`config.mk`:
```
export PLATFORM = sky130hd
export DESIGN_NAME = flash_emu_core
export DESIGN_NICKNAME = d
export VERILOG_FILES = /design/src/flash_emu_pkg.sv /design/src/reset_ctl.sv /design/src/sdram_arbiter.sv /design/src/log_ctrl_regs.sv /design/src/spi_log_serializer.sv /design/src/flash_emu_core.sv
export SDC_FILE = /design/constraint.sdc
export NUM_CORES = 1
export LEC_CHECK = 0
export BUFFER_PORTS_ARGS = -buffer_cell sky130_fd_sc_hd__buf_2
export CORE_ASPECT_RATIO = 2
export CORE_MARGIN = 5
export CORE_UTILIZATION = 53
export CTS_BUF_LIST = sky130_fd_sc_hd__clkbuf_8 sky130_fd_sc_hd__clkbuf_16
export DETAILED_ROUTE_END_ITERATION = 8
export HOLD_SLACK_MARGIN = 0.15
export PLACE_DENSITY = 0.84
export SETUP_SLACK_MARGIN = 0.5
export SLEW_MARGIN = 20
export SYNTH_ARGS = -nofsm -noshare
export SYNTH_HDL_FRONTEND = slang
export SYNTH_SLANG_ARGS = --single-unit
```
`constraint.sdc`:
```
create_clock -name clk -period 5.2 [get_ports clk]
set_input_delay 0.78 -clock clk [delete_from_list [all_inputs] [get_ports clk]]
set_output_delay 0.78 -clock clk [all_outputs]
set_load 0.01 [all_outputs]
```
`src/flash_emu_pkg.sv`:
```
// flash emulator shared definitions
// widths, timing constants, bus records and the serial log word
`default_nettype none

package flash_emu_pkg;

	////////////////////////////////////////////////////////////
	// widths and timing constants
	////////////////////////////////////////////////////////////

	// sdram logical port
	localparam int SD_ADDR_W = 32;
	localparam int SD_DATA_W = 16;
	localparam int SD_MASK_W = 2;

	// flash side of the log records
	localparam int LOG_ADDR_W = 24;
	localparam int LOG_LEN_W = 8;
	localparam int LOG_TAG_W = 32;
	localparam int LOG_WORD_W = 64;
	localparam int LOG_REMAIN_W = 4;

	// bytes leaving the serializer for each kind of word
	localparam logic [LOG_REMAIN_W-1:0] COMPACT_BYTES = 4'd4;
	localparam logic [LOG_REMAIN_W-1:0] VERBOSE_BYTES = 4'd8;
	localparam logic [LOG_REMAIN_W-1:0] MONITOR_BYTES = 4'd4;
	localparam logic [LOG_REMAIN_W-1:0] MAX_LOG_BYTES = 4'd8;

	// ascii tag in front of a verbose record
	localparam logic [LOG_TAG_W-1:0] LOG_TAG_READ = "READ";

	// per transaction byte index, and how many data bytes follow the command
	localparam int BYTE_IDX_W = 16;
	localparam int BYTES_FWD_MAX = 3;

	// reset sequencing
	localparam int SDRAM_RESET_CYCLES = 64;
	localparam int SDRAM_RESET_CNT_W = $clog2(SDRAM_RESET_CYCLES + 1);
	localparam int REBOOT_CNT_W = 8;

	// scope trigger
	localparam logic [LOG_ADDR_W-1:0] TRIGGER_ADDR = 24'h000010;
	localparam int TRIGGER_HOLD = 31;
	localparam int TRIGGER_CNT_W = $clog2(TRIGGER_HOLD + 1);

	////////////////////////////////////////////////////////////
	// records
	////////////////////////////////////////////////////////////

	typedef struct packed {
		logic enable;
		logic we;
		logic [SD_ADDR_W-1:0] addr;
		logic [SD_DATA_W-1:0] wr_data;
		logic [SD_MASK_W-1:0] wr_mask;
	} sd_req_t;

	// one byte seen on the spi bus, cmd marks the first after chip select
	typedef struct packed {
		logic strobe;
		logic cmd;
		logic [7:0] mosi;
		logic [7:0] miso;
	} spi_byte_t;

	typedef struct packed {
		logic strobe;
		logic [LOG_ADDR_W-1:0] addr;
		logic [LOG_LEN_W-1:0] len;
	} log_rec_t;

	typedef struct packed {
		logic strobe;
		logic [7:0] data;
	} uart_byte_t;

	typedef enum logic [1:0] {
		LOG_BYTES = 2'd0,
		LOG_COMPACT = 2'd1,
		LOG_VERBOSE = 2'd2,
		LOG_MONITOR = 2'd3
	} log_mode_e;

	// shift word, always drained from the top byte down
	typedef union packed {
		struct packed {
			logic [LOG_ADDR_W-1:0] addr;
			logic [LOG_LEN_W-1:0] len;
			logic [LOG_WORD_W-LOG_ADDR_W-LOG_LEN_W-1:0] pad;
		} compact;
		struct packed {
			logic [LOG_TAG_W-1:0] tag;
			logic [LOG_ADDR_W-1:0] addr;
			logic [LOG_LEN_W-1:0] len;
		} verbose;
	} log_word_u;

endpackage

`default_nettype wire

```
`src/reset_ctl.sv`:
```
// reset sequencing for the emulator
// sdram power-up countdown and board reboot request
`timescale 1ns/100ps
`default_nettype none

module reset_ctl
	import flash_emu_pkg::*;
(
	input wire logic clk,
	input wire logic reset,
	input wire logic btn_reboot_i,
	input wire logic host_reboot_i,
	output logic sdram_reset_o,
	output logic user_programn_o
);

	logic [SDRAM_RESET_CNT_W-1:0] sdram_rst_cnt_q;
	logic [REBOOT_CNT_W-1:0] reboot_cnt_q;
	logic reboot_held;

	////////////////////////////////////////////////////////////
	// sdram power-up countdown
	////////////////////////////////////////////////////////////

	// loaded on reset, the controller stays in reset until it runs out
	always_ff @(posedge clk or posedge reset)
	begin
		if (reset)
			sdram_rst_cnt_q <= SDRAM_RESET_CNT_W'(SDRAM_RESET_CYCLES);
		else if (sdram_rst_cnt_q != '0)
			sdram_rst_cnt_q <= sdram_rst_cnt_q - 1'b1;
	end

	assign sdram_reset_o = sdram_rst_cnt_q != '0;

	////////////////////////////////////////////////////////////
	// reboot request
	////////////////////////////////////////////////////////////

	// button must be held, any release starts the count over
	// saturates once the top bit is reached so a long hold keeps the request
	always_ff @(posedge clk or posedge reset)
	begin
		if (reset)
			reboot_cnt_q <= '0;
		else if (!btn_reboot_i)
			reboot_cnt_q <= '0;
		else if (!reboot_held)
			reboot_cnt_q <= reboot_cnt_q + 1'b1;
	end

	assign reboot_held = reboot_cnt_q[REBOOT_CNT_W-1];

	// programn is active low, host can request a reboot at any time
	assign user_programn_o = !(reboot_held || host_reboot_i);

	// sdram controller only sees one release, a rise would restart its init
	sdram_reset_once: assert property (@(posedge clk) disable iff (reset)
		!$rose(sdram_reset_o))
		else $error("sdram reset rose without a system reset");

endmodule

`default_nettype wire

```
`src/sdram_arbiter.sv`:
```
// sdram request port arbiter
// spi flash engine owns the port while critical, host parser otherwise
`timescale 1ns/100ps
`default_nettype none

module sdram_arbiter
	import flash_emu_pkg::*;
(
	input wire logic clk,
	input wire logic reset,
	input wire logic spi_critical_i,
	input wire logic spi_refresh_inhibit_i,
	input wire sd_req_t spi_req_i,
	input wire sd_req_t host_req_i,
	input wire logic sd_ack_level_i,
	input wire logic sd_idle_i,
	input wire logic uart_tx_ready_i,
	output sd_req_t sd_req_o,
	output logic sd_refresh_inhibit_o,
	output logic spi_ack_o,
	output logic host_ack_o,
	output logic host_idle_o,
	output logic host_tx_ready_o
);

	logic ack_prev_q;
	logic ack_pulse;

	////////////////////////////////////////////////////////////
	// request select
	////////////////////////////////////////////////////////////

	// critical takes over every field of the port at once
	// no registering here, the controller samples the request itself
	assign sd_req_o = spi_critical_i ? spi_req_i : host_req_i;

	// refresh can only be held off inside a critical window
	assign sd_refresh_inhibit_o = spi_critical_i && spi_refresh_inhibit_i;

	////////////////////////////////////////////////////////////
	// acknowledge level to pulse
	////////////////////////////////////////////////////////////

	// controller holds ack high for a while
	// both requesters want one strobe per access
	always_ff @(posedge clk or posedge reset)
	begin
		if (reset)
			ack_prev_q <= 1'b0;
		else
			ack_prev_q <= sd_ack_level_i;
	end

	// first cycle of the level only
	assign ack_pulse = sd_ack_level_i && !ack_prev_q;

	// spi engine always sees the pulse
	assign spi_ack_o = ack_pulse;

	// host side is blanked during critical windows
	// an ack there belongs to the spi access
	assign host_ack_o = ack_pulse && !spi_critical_i;
	assign host_idle_o = sd_idle_i && !spi_critical_i;

	// keep host replies off the serial stream while the spi log may need it
	assign host_tx_ready_o = uart_tx_ready_i && !spi_critical_i;

	// a held ack level must never look like two accesses
	ack_single_cycle: assert property (@(posedge clk) disable iff (reset)
		ack_pulse |=> !ack_pulse)
		else $error("sdram ack pulse lasted more than one cycle");

endmodule

`default_nettype wire

```
`src/log_ctrl_regs.sv`:
```
// host control register for the emulator
// selects the log mode and what the leds show
`timescale 1ns/100ps
`default_nettype none

module log_ctrl_regs
	import flash_emu_pkg::*;
(
	input wire logic clk,
	input wire logic reset,
	input wire uart_byte_t host_rx_i,
	input wire logic spi_cs_n_i,
	input wire logic spi_output_enable_i,
	input wire logic spi_critical_i,
	input wire logic sd_we_i,
	input wire logic [7:0] spi_errors_i,
	output log_mode_e log_mode_o,
	output logic [7:0] led_o
);

	logic [7:0] ctrl_q;
	logic [7:0] led_status;
	logic show_raw;

	////////////////////////////////////////////////////////////
	// control register
	////////////////////////////////////////////////////////////

	// every received host byte is a register write
	// zero after reset means raw byte logging with live leds
	always_ff @(posedge clk or posedge reset)
	begin
		if (reset)
			ctrl_q <= '0;
		else if (host_rx_i.strobe)
			ctrl_q <= host_rx_i.data;
	end

	// bits 1:0 pick the log mode
	assign log_mode_o = log_mode_e'(ctrl_q[1:0]);

	// bit 7 freezes the leds on the written byte
	assign show_raw = ctrl_q[7];

	////////////////////////////////////////////////////////////
	// led status
	////////////////////////////////////////////////////////////

	// live view, msb first
	// upper error nibble, sdram write, critical, miso drive, chip selected
	assign led_status = {
		spi_errors_i[7:4],
		sd_we_i,
		spi_critical_i,
		spi_output_enable_i,
		!spi_cs_n_i
	};

	assign led_o = show_raw ? ctrl_q : led_status;

endmodule

`default_nettype wire

```
`src/spi_log_serializer.sv`:
```
// spi traffic logger for the host serial stream
// one byte per cycle from spi bytes, records and host replies, plus scope trigger
`timescale 1ns/100ps
`default_nettype none

module spi_log_serializer
	import flash_emu_pkg::*;
(
	input wire logic clk,
	input wire logic reset,
	input wire log_mode_e log_mode_i,
	input wire spi_byte_t spi_byte_i,
	input wire log_rec_t spi_log_i,
	input wire uart_byte_t host_tx_i,
	output uart_byte_t uart_tx_o,
	output logic trigger_o
);

	// shift word and how many of its bytes are still to go
	log_word_u word_q;
	logic [LOG_REMAIN_W-1:0] remain_q;

	// bytes seen since the last command byte
	logic [BYTE_IDX_W-1:0] byte_idx_q;
	logic [BYTE_IDX_W-1:0] cur_idx;

	// registered serial output
	logic tx_strobe_q;
	logic [7:0] tx_data_q;
	logic tx_strobe_d;
	logic [7:0] tx_data_d;

	// trigger hold
	logic [TRIGGER_CNT_W-1:0] hold_cnt_q;
	logic trigger_q;

	// per cycle decisions
	logic rec_load;
	logic mon_load;
	logic word_load;
	logic draining;
	logic fwd_spi;
	logic shift_word;
	logic send_spi;
	logic send_host;

	////////////////////////////////////////////////////////////
	// source selection
	////////////////////////////////////////////////////////////

	// index of the byte on the bus right now, command byte is 0
	assign cur_idx = spi_byte_i.cmd ? '0 : byte_idx_q;

	// records only count in the two record modes
	assign rec_load = spi_log_i.strobe
		&& (log_mode_i == LOG_COMPACT || log_mode_i == LOG_VERBOSE);

	// monitor mode packs each spi byte into a word of its own
	assign mon_load = spi_byte_i.strobe && log_mode_i == LOG_MONITOR;
	assign word_load = rec_load || mon_load;
	assign draining = remain_q != '0;

	// raw mode keeps the command and the first few bytes behind it
	assign fwd_spi = spi_byte_i.strobe && log_mode_i == LOG_BYTES
		&& cur_idx <= BYTE_IDX_W'(BYTES_FWD_MAX);

	// a load wins the cycle, then the draining word, then spi bytes, host last
	// whatever loses is dropped, there is no queue
	always_comb
	begin
		shift_word = 1'b0;
		send_spi = 1'b0;
		send_host = 1'b0;
		if (word_load)
		begin
			// output is quiet in the load cycle
		end
		else if (draining)
			shift_word = 1'b1;
		else if (fwd_spi)
			send_spi = 1'b1;
		else if (host_tx_i.strobe)
			send_host = 1'b1;
	end

	assign tx_strobe_d = shift_word || send_spi || send_host;

	always_comb
	begin
		if (shift_word)
			tx_data_d = word_q[LOG_WORD_W-1 -: 8];
		else if (send_spi)
			tx_data_d = spi_byte_i.mosi;
		else
			tx_data_d = host_tx_i.data;
	end

	////////////////////////////////////////////////////////////
	// transaction byte index
	////////////////////////////////////////////////////////////

	// counts every byte, logged or not; sticks at the top for long bursts
	always_ff @(posedge clk or posedge reset)
	begin
		if (reset)
			byte_idx_q <= '0;
		else if (spi_byte_i.strobe && spi_byte_i.cmd)
			byte_idx_q <= BYTE_IDX_W'(1);
		else if (spi_byte_i.strobe && byte_idx_q != '1)
			byte_idx_q <= byte_idx_q + 1'b1;
	end

	////////////////////////////////////////////////////////////
	// shift word
	////////////////////////////////////////////////////////////

	always_ff @(posedge clk or posedge reset)
	begin
		if (reset)
			remain_q <= '0;
		else if (rec_load && log_mode_i == LOG_VERBOSE)
			remain_q <= VERBOSE_BYTES;
		else if (rec_load)
			remain_q <= COMPACT_BYTES;
		else if (mon_load)
			remain_q <= MONITOR_BYTES;
		else if (draining)
			remain_q <= remain_q - 1'b1;
	end

	// the view used for loading decides the byte layout on the wire
	// monitor reuses the compact view: index and mosi in addr, miso in len
	always_ff @(posedge clk)
	begin
		if (rec_load && log_mode_i == LOG_VERBOSE)
			word_q.verbose <= '{tag: LOG_TAG_READ, addr: spi_log_i.addr, len: spi_log_i.len};
		else if (rec_load)
			word_q.compact <= '{addr: spi_log_i.addr, len: spi_log_i.len, pad: '0};
		else if (mon_load)
			word_q.compact <= '{addr: {cur_idx, spi_byte_i.mosi}, len: spi_byte_i.miso, pad: '0};
		else if (shift_word)
			word_q <= word_q << 8;
	end

	////////////////////////////////////////////////////////////
	// serial output
	////////////////////////////////////////////////////////////

	// ready from the serial side is not looked at, bursts are short
	always_ff @(posedge clk or posedge reset)
	begin
		if (reset)
			tx_strobe_q <= 1'b0;
		else
			tx_strobe_q <= tx_strobe_d;
	end

	always_ff @(posedge clk)
	begin
		if (tx_strobe_d)
			tx_data_q <= tx_data_d;
	end

	assign uart_tx_o = '{strobe: tx_strobe_q, data: tx_data_q};

	////////////////////////////////////////////////////////////
	// scope trigger
	////////////////////////////////////////////////////////////

	// any record restarts the hold, only the watched address raises it
	always_ff @(posedge clk or posedge reset)
	begin
		if (reset)
		begin
			hold_cnt_q <= '0;
			trigger_q <= 1'b0;
		end
		else if (spi_log_i.strobe)
		begin
			hold_cnt_q <= TRIGGER_CNT_W'(TRIGGER_HOLD);
			if (spi_log_i.addr == TRIGGER_ADDR)
				trigger_q <= 1'b1;
		end
		else if (hold_cnt_q != '0)
			hold_cnt_q <= hold_cnt_q - 1'b1;
		else
			trigger_q <= 1'b0;
	end

	assign trigger_o = trigger_q;

	// longest word is a verbose record
	remain_in_range: assert property (@(posedge clk) disable iff (reset)
		remain_q <= MAX_LOG_BYTES)
		else $error("serializer byte count out of range");

endmodule

`default_nettype wire

```
`src/flash_emu_core.sv`:
```
// flash emulator glue between spi engine, sdram and host serial
// reset sequencing, sdram arbitration, control register and spi logging
`timescale 1ns/100ps
`default_nettype none

module flash_emu_core
	import flash_emu_pkg::*;
(
	input wire logic clk,
	input wire logic reset,
	// spi device and flash engine
	input wire spi_byte_t spi_byte_i,
	input wire log_rec_t spi_log_i,
	input wire logic spi_critical_i,
	input wire logic spi_refresh_inhibit_i,
	input wire logic spi_output_enable_i,
	input wire logic spi_cs_n_i,
	input wire logic [7:0] spi_errors_i,
	input wire sd_req_t spi_req_i,
	input wire sd_req_t host_req_i,
	// sdram controller
	input wire logic sd_ack_level_i,
	input wire logic sd_idle_i,
	// host serial and command parser
	input wire uart_byte_t host_rx_i,
	input wire uart_byte_t host_tx_i,
	input wire logic uart_tx_ready_i,
	// board
	input wire logic btn_reboot_i,
	input wire logic host_reboot_i,
	output sd_req_t sd_req_o,
	output logic sd_refresh_inhibit_o,
	output logic sdram_reset_o,
	output logic spi_ack_o,
	output logic host_ack_o,
	output logic host_idle_o,
	output logic host_tx_ready_o,
	output uart_byte_t uart_tx_o,
	output logic trigger_o,
	output logic [7:0] led_o,
	output logic user_programn_o
);

	// mode from the host register to the logger
	log_mode_e log_mode;

	reset_ctl u_reset_ctl (
		.clk(clk),
		.reset(reset),
		.btn_reboot_i(btn_reboot_i),
		.host_reboot_i(host_reboot_i),
		.sdram_reset_o(sdram_reset_o),
		.user_programn_o(user_programn_o)
	);

	sdram_arbiter u_sdram_arbiter (
		.clk(clk),
		.reset(reset),
		.spi_critical_i(spi_critical_i),
		.spi_refresh_inhibit_i(spi_refresh_inhibit_i),
		.spi_req_i(spi_req_i),
		.host_req_i(host_req_i),
		.sd_ack_level_i(sd_ack_level_i),
		.sd_idle_i(sd_idle_i),
		.uart_tx_ready_i(uart_tx_ready_i),
		.sd_req_o(sd_req_o),
		.sd_refresh_inhibit_o(sd_refresh_inhibit_o),
		.spi_ack_o(spi_ack_o),
		.host_ack_o(host_ack_o),
		.host_idle_o(host_idle_o),
		.host_tx_ready_o(host_tx_ready_o)
	);

	// led status shows the write enable actually sent to the sdram
	log_ctrl_regs u_log_ctrl_regs (
		.clk(clk),
		.reset(reset),
		.host_rx_i(host_rx_i),
		.spi_cs_n_i(spi_cs_n_i),
		.spi_output_enable_i(spi_output_enable_i),
		.spi_critical_i(spi_critical_i),
		.sd_we_i(sd_req_o.we),
		.spi_errors_i(spi_errors_i),
		.log_mode_o(log_mode),
		.led_o(led_o)
	);

	spi_log_serializer u_spi_log_serializer (
		.clk(clk),
		.reset(reset),
		.log_mode_i(log_mode),
		.spi_byte_i(spi_byte_i),
		.spi_log_i(spi_log_i),
		.host_tx_i(host_tx_i),
		.uart_tx_o(uart_tx_o),
		.trigger_o(trigger_o)
	);

endmodule

`default_nettype wire

```
# After elaboration in Yosys (flattened, before gate mapping)
# Cells that the tools add are included.
[classes] n_eq_ne=8 n_addsub=5 mux=31 reduce_logical=31 n_lt_le_gt_ge=1
[ops] cell="two-way mux 64 bit" count=3
[ops] cell="two-way mux 52 bit" count=1
[ops] cell="two-way mux 16 bit" count=3
[ops] cell="two-way mux 8 bit" count=5
[ops] cell="two-way mux 32 bit" count=1
[ops] cell="equality test 24 x 5 -> 1 bit, second input constant" count=1
[ops] cell="adder 16 x 1 -> 16 bit, second input constant" count=1
[ops] cell="<= comparator 16 x 2 -> 1 bit, second input constant" count=1
[ops] cell="two-way mux 4 bit" count=4
[ops] cell="!= test 16 bit, second input constant" count=1
[ops] cell="logical AND 1 bit" count=12
[ops] cell="two-way mux 1 bit" count=12
[ops] cell="nonzero test 4 bit" count=3
[ops] cell="two-way mux 5 bit" count=2
[ops] cell="adder 8 x 1 -> 8 bit, second input constant" count=1
[ops] cell="nonzero test 7 bit" count=1
[ops] cell="subtractor 7 x 1 -> 7 bit, second input constant" count=1
[ops] cell="logical OR 1 bit" count=5
[ops] cell="nonzero test 5 bit" count=1
[ops] cell="subtractor 5 x 1 -> 5 bit, second input constant" count=1
[ops] cell="equality test 2 bit, second input constant" count=2
[ops] cell="logical NOT 1 bit" count=4
[ops] cell="!= test 2 bit, second input constant" count=2
[ops] cell="nonzero test 2 bit" count=2
[ops] cell="other kinds (6)" count=6
[totals] wordCells=89 regBits=123

# Longest topological paths before layout
[depth] depth_word=9 depth_mapped=8 mapped_depth_nobuf=7

# By module
# Synthesis repeated with hierarchy kept, for this count alone.
[hier_totals] hier_cells=679 hier_area_um2=7036.7
[modules_own_cells] module="spi_log_serializer" area_each_um2=4982.3 n_inst=1 cells_per_inst=513
[modules_own_cells] module="sdram_arbiter" area_each_um2=843.3 n_inst=1 cells_per_inst=65
[modules_own_cells] module="reset_ctl" area_each_um2=745.7 n_inst=1 cells_per_inst=70
[modules_own_cells] module="log_ctrl_regs" area_each_um2=465.4 n_inst=1 cells_per_inst=31

# Worst setup path after synthesis
# Ideal clock, no wire load.
[synth_path] kind="in2reg" from="in spi_log_i[32] (netlist name)" to="reg u_spi_log_serializer.word_q[0] (netlist name) (enable)" t_required_ns=4.792 n_path_buf=1 arrival_time_ns=2.225 path_stages=4 slack_ns=2.567 path_cell_list="a22o_1 -> nor2_1 -> inv_1 -> clkbuf_1"
[synth_between] elab_chain_cells=4 elab_cells_between_ends=5
[synth_lines] item="start: declaration" line="flash_emu_core.sv:13" source="input wire log_rec_t spi_log_i,"
[synth_lines] item="logical AND 1 bit (*)" line="spi_log_serializer.sv:56" source="&& (log_mode_i == LOG_COMPACT || log_mode_i == LOG_VERBOSE);"
[synth_lines] item="logical OR 1 bit" line="spi_log_serializer.sv:60" source="assign word_load = rec_load || mon_load;"
[synth_lines] item="two-way mux 1 bit" line="spi_log_serializer.sv:74" source="if (word_load)"
[synth_lines] item="nonzero test 4 bit (no line) (*)"
[synth_lines] item="end signal: assignment" line="spi_log_serializer.sv:142" source="word_q <= word_q << 8;"
[synth_lines] item="end: declaration" line="spi_log_serializer.sv:20" source="log_word_u word_q;"
# Every way passes the cells marked *; elsewhere a longest branch is shown, timed or not.
# A chain may end at the register's enable or synchronous reset.

==> out/summary.txt <==
Initial Util - 54.4%
Post-CTS Setup Bufs - 0
Total power - 3.52 mW
Worst-path clk slew - 0.05 ns
Crit path required time - 4.42 ns
Most Frequent Cell on Critical Path - buf_2
Global-route wire length before repair - 37000 um
Chip height - 168 um
EDFF count, synth - 40
Drt total wl - 25300 um
Hold Slack - 0.464 ns
Antenna viol nets, final - 0
Hold Path End - u_spi_log_serializer.word_q[48]
Synthesized flop and latch total - 123
Vias in the first global route - 6736
DR vias/cell - 6.24
Max-slew violation count - 0
Fin crit share - 58.0%
Layout cell share with drive strength beyond 1 - 42.0%
Max Fclk - 0.331 GHz
Final setup vio count - 0
Path type of the worst min-delay path - flop to flop
Final worst slack - 2.18 ns
Clock Power Share - 31.1%
Max Cap Viol - 0
Combinational share of power - 26.7%
Port bufs - 264
Yosys warns - 0
Top Ports - 269
TritonRoute pass-1 iters - 5
FF-to-FF setup slack - 2.46 ns
Crit-path cells - buf_2, buf_4, mux2_2, buf_2
CTS tree - done
Design internal power - 2.43 mW
Area delta synth->final - 29.9%
Num CTS Buffers - 17
Post-synthesis cell type count - 56
Post-Synthesis Cell Area - 0.00663 mm^2
Wire length per cell - 23.8 um
Synth cell count leaders - mux2_2 (65), dfrtp_1 (50), nand2_1 (44)
WS Path Type - input pin to output port
Worst-Skew Late Latency - 0.42 ns
Placed Area - 0.00803 mm^2
Sum of negative setup slack - 0 ns
Post-CTS Hold Buffers - 0
DRT iter0 DRCs - 668
Antenna violations before repair - 11
Slew @ Worst Pin - 1.02 ns
Row cnt - 57
H-Tree Level Count - 4
FF-to-FF End - u_spi_log_serializer.tx_data_q[7]
Switching Power - 1.09 mW
Sequential share of the synthesized area - 47.0%
Number of remaining DRC errors - 0
Core area - 0.0122 mm^2
GPL Wtd Cong - 0.993
Synth top area share - 18.9%
Global Route Usage Sum - 33.4%
Hold path depth - 2
Synth area leaders - dfrtp_1 (19%), edfxtp_1 (18%), mux2_2 (11%)
CP max FO - 29
Worst R2R Path Depth - 7
Net count, final - 1093
Min Tclk post-route - 3.02 ns
CP max stage delay - 0.44 ns
Final Hold Viols - 0
Max Clock Skew - 0.00966 ns
Die Footprint - 0.0150 mm^2
Cell Pwr Density - 409 mW/mm^2
Crit path max-delay cell type - buf_2
HP Start - u_spi_log_serializer.word_q[48]
Die W - 89.1 um
Max transition margin - 31.1%
Via count - 6641
Pre-CTS setup slack - 2.19 ns
Leak Pwr - 3.91 nW
Startpoint Class - input pin
Sw Ratio - 31.0%
Synth Area per Inst - 10.3 um^2
Count leader, synth - mux2_2
TritonCTS Sinks - 123
GRT overflow - 0
Final instance area - 0.00861 mm^2
Synth Net Count - 847
Post-DP HPWL - 19400 um
Main synth FF type - dfrtp_1
Syn Inst Count - 645
Area leader, netlist - dfrtp_1
Arrival time worst endpoint - 2.24 ns
Unrepaired setup endpoints after global routing - no
Peak supply drop - 0.397 mV
Root Driver - clkbuf_16
Ys async rst share - 41.5%
Outcome - complete, no violations
Resized cells post-CTS - 0
Seq pwr share - 42.1%
Crit. End Element - output port
Largest net degree at the start of global routing - 52
Clock tree buffer depth - 2
Critical R2R Launch - u_spi_log_serializer.remain_q[0]
worst max-delay path, delay by kind of cell:
kind	cells	cell delay (ns)
buffers and inverters	3	1.02
muxes	1	0.43
metrics by stage:
step / std cells / utilization [%]
after detailed placement: 1019 / 65.8
after CTS: 1051 / 70.3
after floorplan: 645 / -
after global routing: 1056 / 70.5
final: 1065 / 70.6
after global placement: 1019 / 65.8
kinds of logic after synthesis:
logic type,after synthesis,share of synthesized area (%)
adder cells (fa/ha/maj),10,1.89
AO/OA/AOI/OAI,164,17.1
buffers and inverters,61,3.64
AND/OR/NAND/NOR,202,16.6
XOR/XNOR,15,1.98
flip-flops,123,47.0
multiplexers,70,11.8
flip-flops by register name, summed over array words and instances (netlist names):
signal,cells
u_log_ctrl_regs.ctrl_q,8
u_reset_ctl.reboot_cnt_q,8
u_reset_ctl.sdram_rst_cnt_q,7
u_sdram_arbiter.ack_prev_q,1
u_spi_log_serializer.byte_idx_q,16
u_spi_log_serializer.hold_cnt_q,5
u_spi_log_serializer.remain_q,4
u_spi_log_serializer.trigger_o,1
u_spi_log_serializer.tx_data_q,8
u_spi_log_serializer.tx_strobe_q,1
u_spi_log_serializer.word_q,64
how the worst max path moves through the flow:
stage / from / endpoint / slack (ns)
floorplan: spi_log_i[32] / u_spi_log_serializer.word_q[0] / 2.57
global placement: spi_critical_i / sd_req_o[3] / 2.19
detailed placement: spi_critical_i / sd_req_o[3] / 2.19
CTS: spi_critical_i / sd_req_o[3] / 2.19
global route: spi_critical_i / sd_req_o[3] / 2.13
finish: spi_critical_i / sd_req_o[3] / 2.18
cell type report:
cell class / count / area, um^2
multi-input combinational: 461 / 3290
tap: 147 / 184
fill: 947 / 3580
sequential: 123 / 3120
antenna: 14 / 35.0
clock buffer: 19 / 453
timing repair buffer: 273 / 1390
inverter: 15 / 56.3
clock inverter: 13 / 91.3
routing by layer:
| metal | routed length (um) | GRT usage, % | up-vias |
|---|---|---|---|
| li1 | - | - | 2927 |
| met1 | 8200 | 36.6 | 3120 |
| met2 | 12700 | 55.9 | 475 |
| met3 | 2700 | 9.00 | 109 |
| met4 | 1700 | 19.9 | 10 |
| met5 | 65 | 0 | - |
power groups by stage:
stage / clock network, mW / registers, mW / logic [mW]
4_1_cts: 1.09 / 1.48 / 0.930
3_3_place_gp: 0 / 1.48 / 0.900
5_1_grt: 1.14 / 1.51 / 1.02
2_1_floorplan: 0 / 1.46 / 0.594
6_report: 1.10 / 1.48 / 0.941
3_5_place_dp: 0 / 1.49 / 0.917
layout by cell type (no fill, tap or decap), drive strengths merged, types with 5 or more instances in the layout:
master,Yosys,final
xnor2,8,8
or4,6,6
o22a,5,5
xor2,7,7
nor3,21,21
a31oi,13,13
nor4,7,7
nor2,26,26
inv,15,20
mux2,65,65
a22o,25,25
clkbuf,42,19
diode,0,14
nor2b,15,15
o22ai,8,8
mux2i,5,5
a22oi,10,10
and3,5,5
dfxtp,32,32
o21ai,36,36
ha,10,10
a21oi,26,26
and2,19,19
or3,12,12
nand2,44,44
and4,5,5
nor3b,13,13
nand4,6,6
buf,4,273
o31ai,6,6
o211ai,8,8
nand3,12,12
dfrtp,50,50
o221a,7,7
edfxtp,40,40
Power figures use the tool's default switching activity.
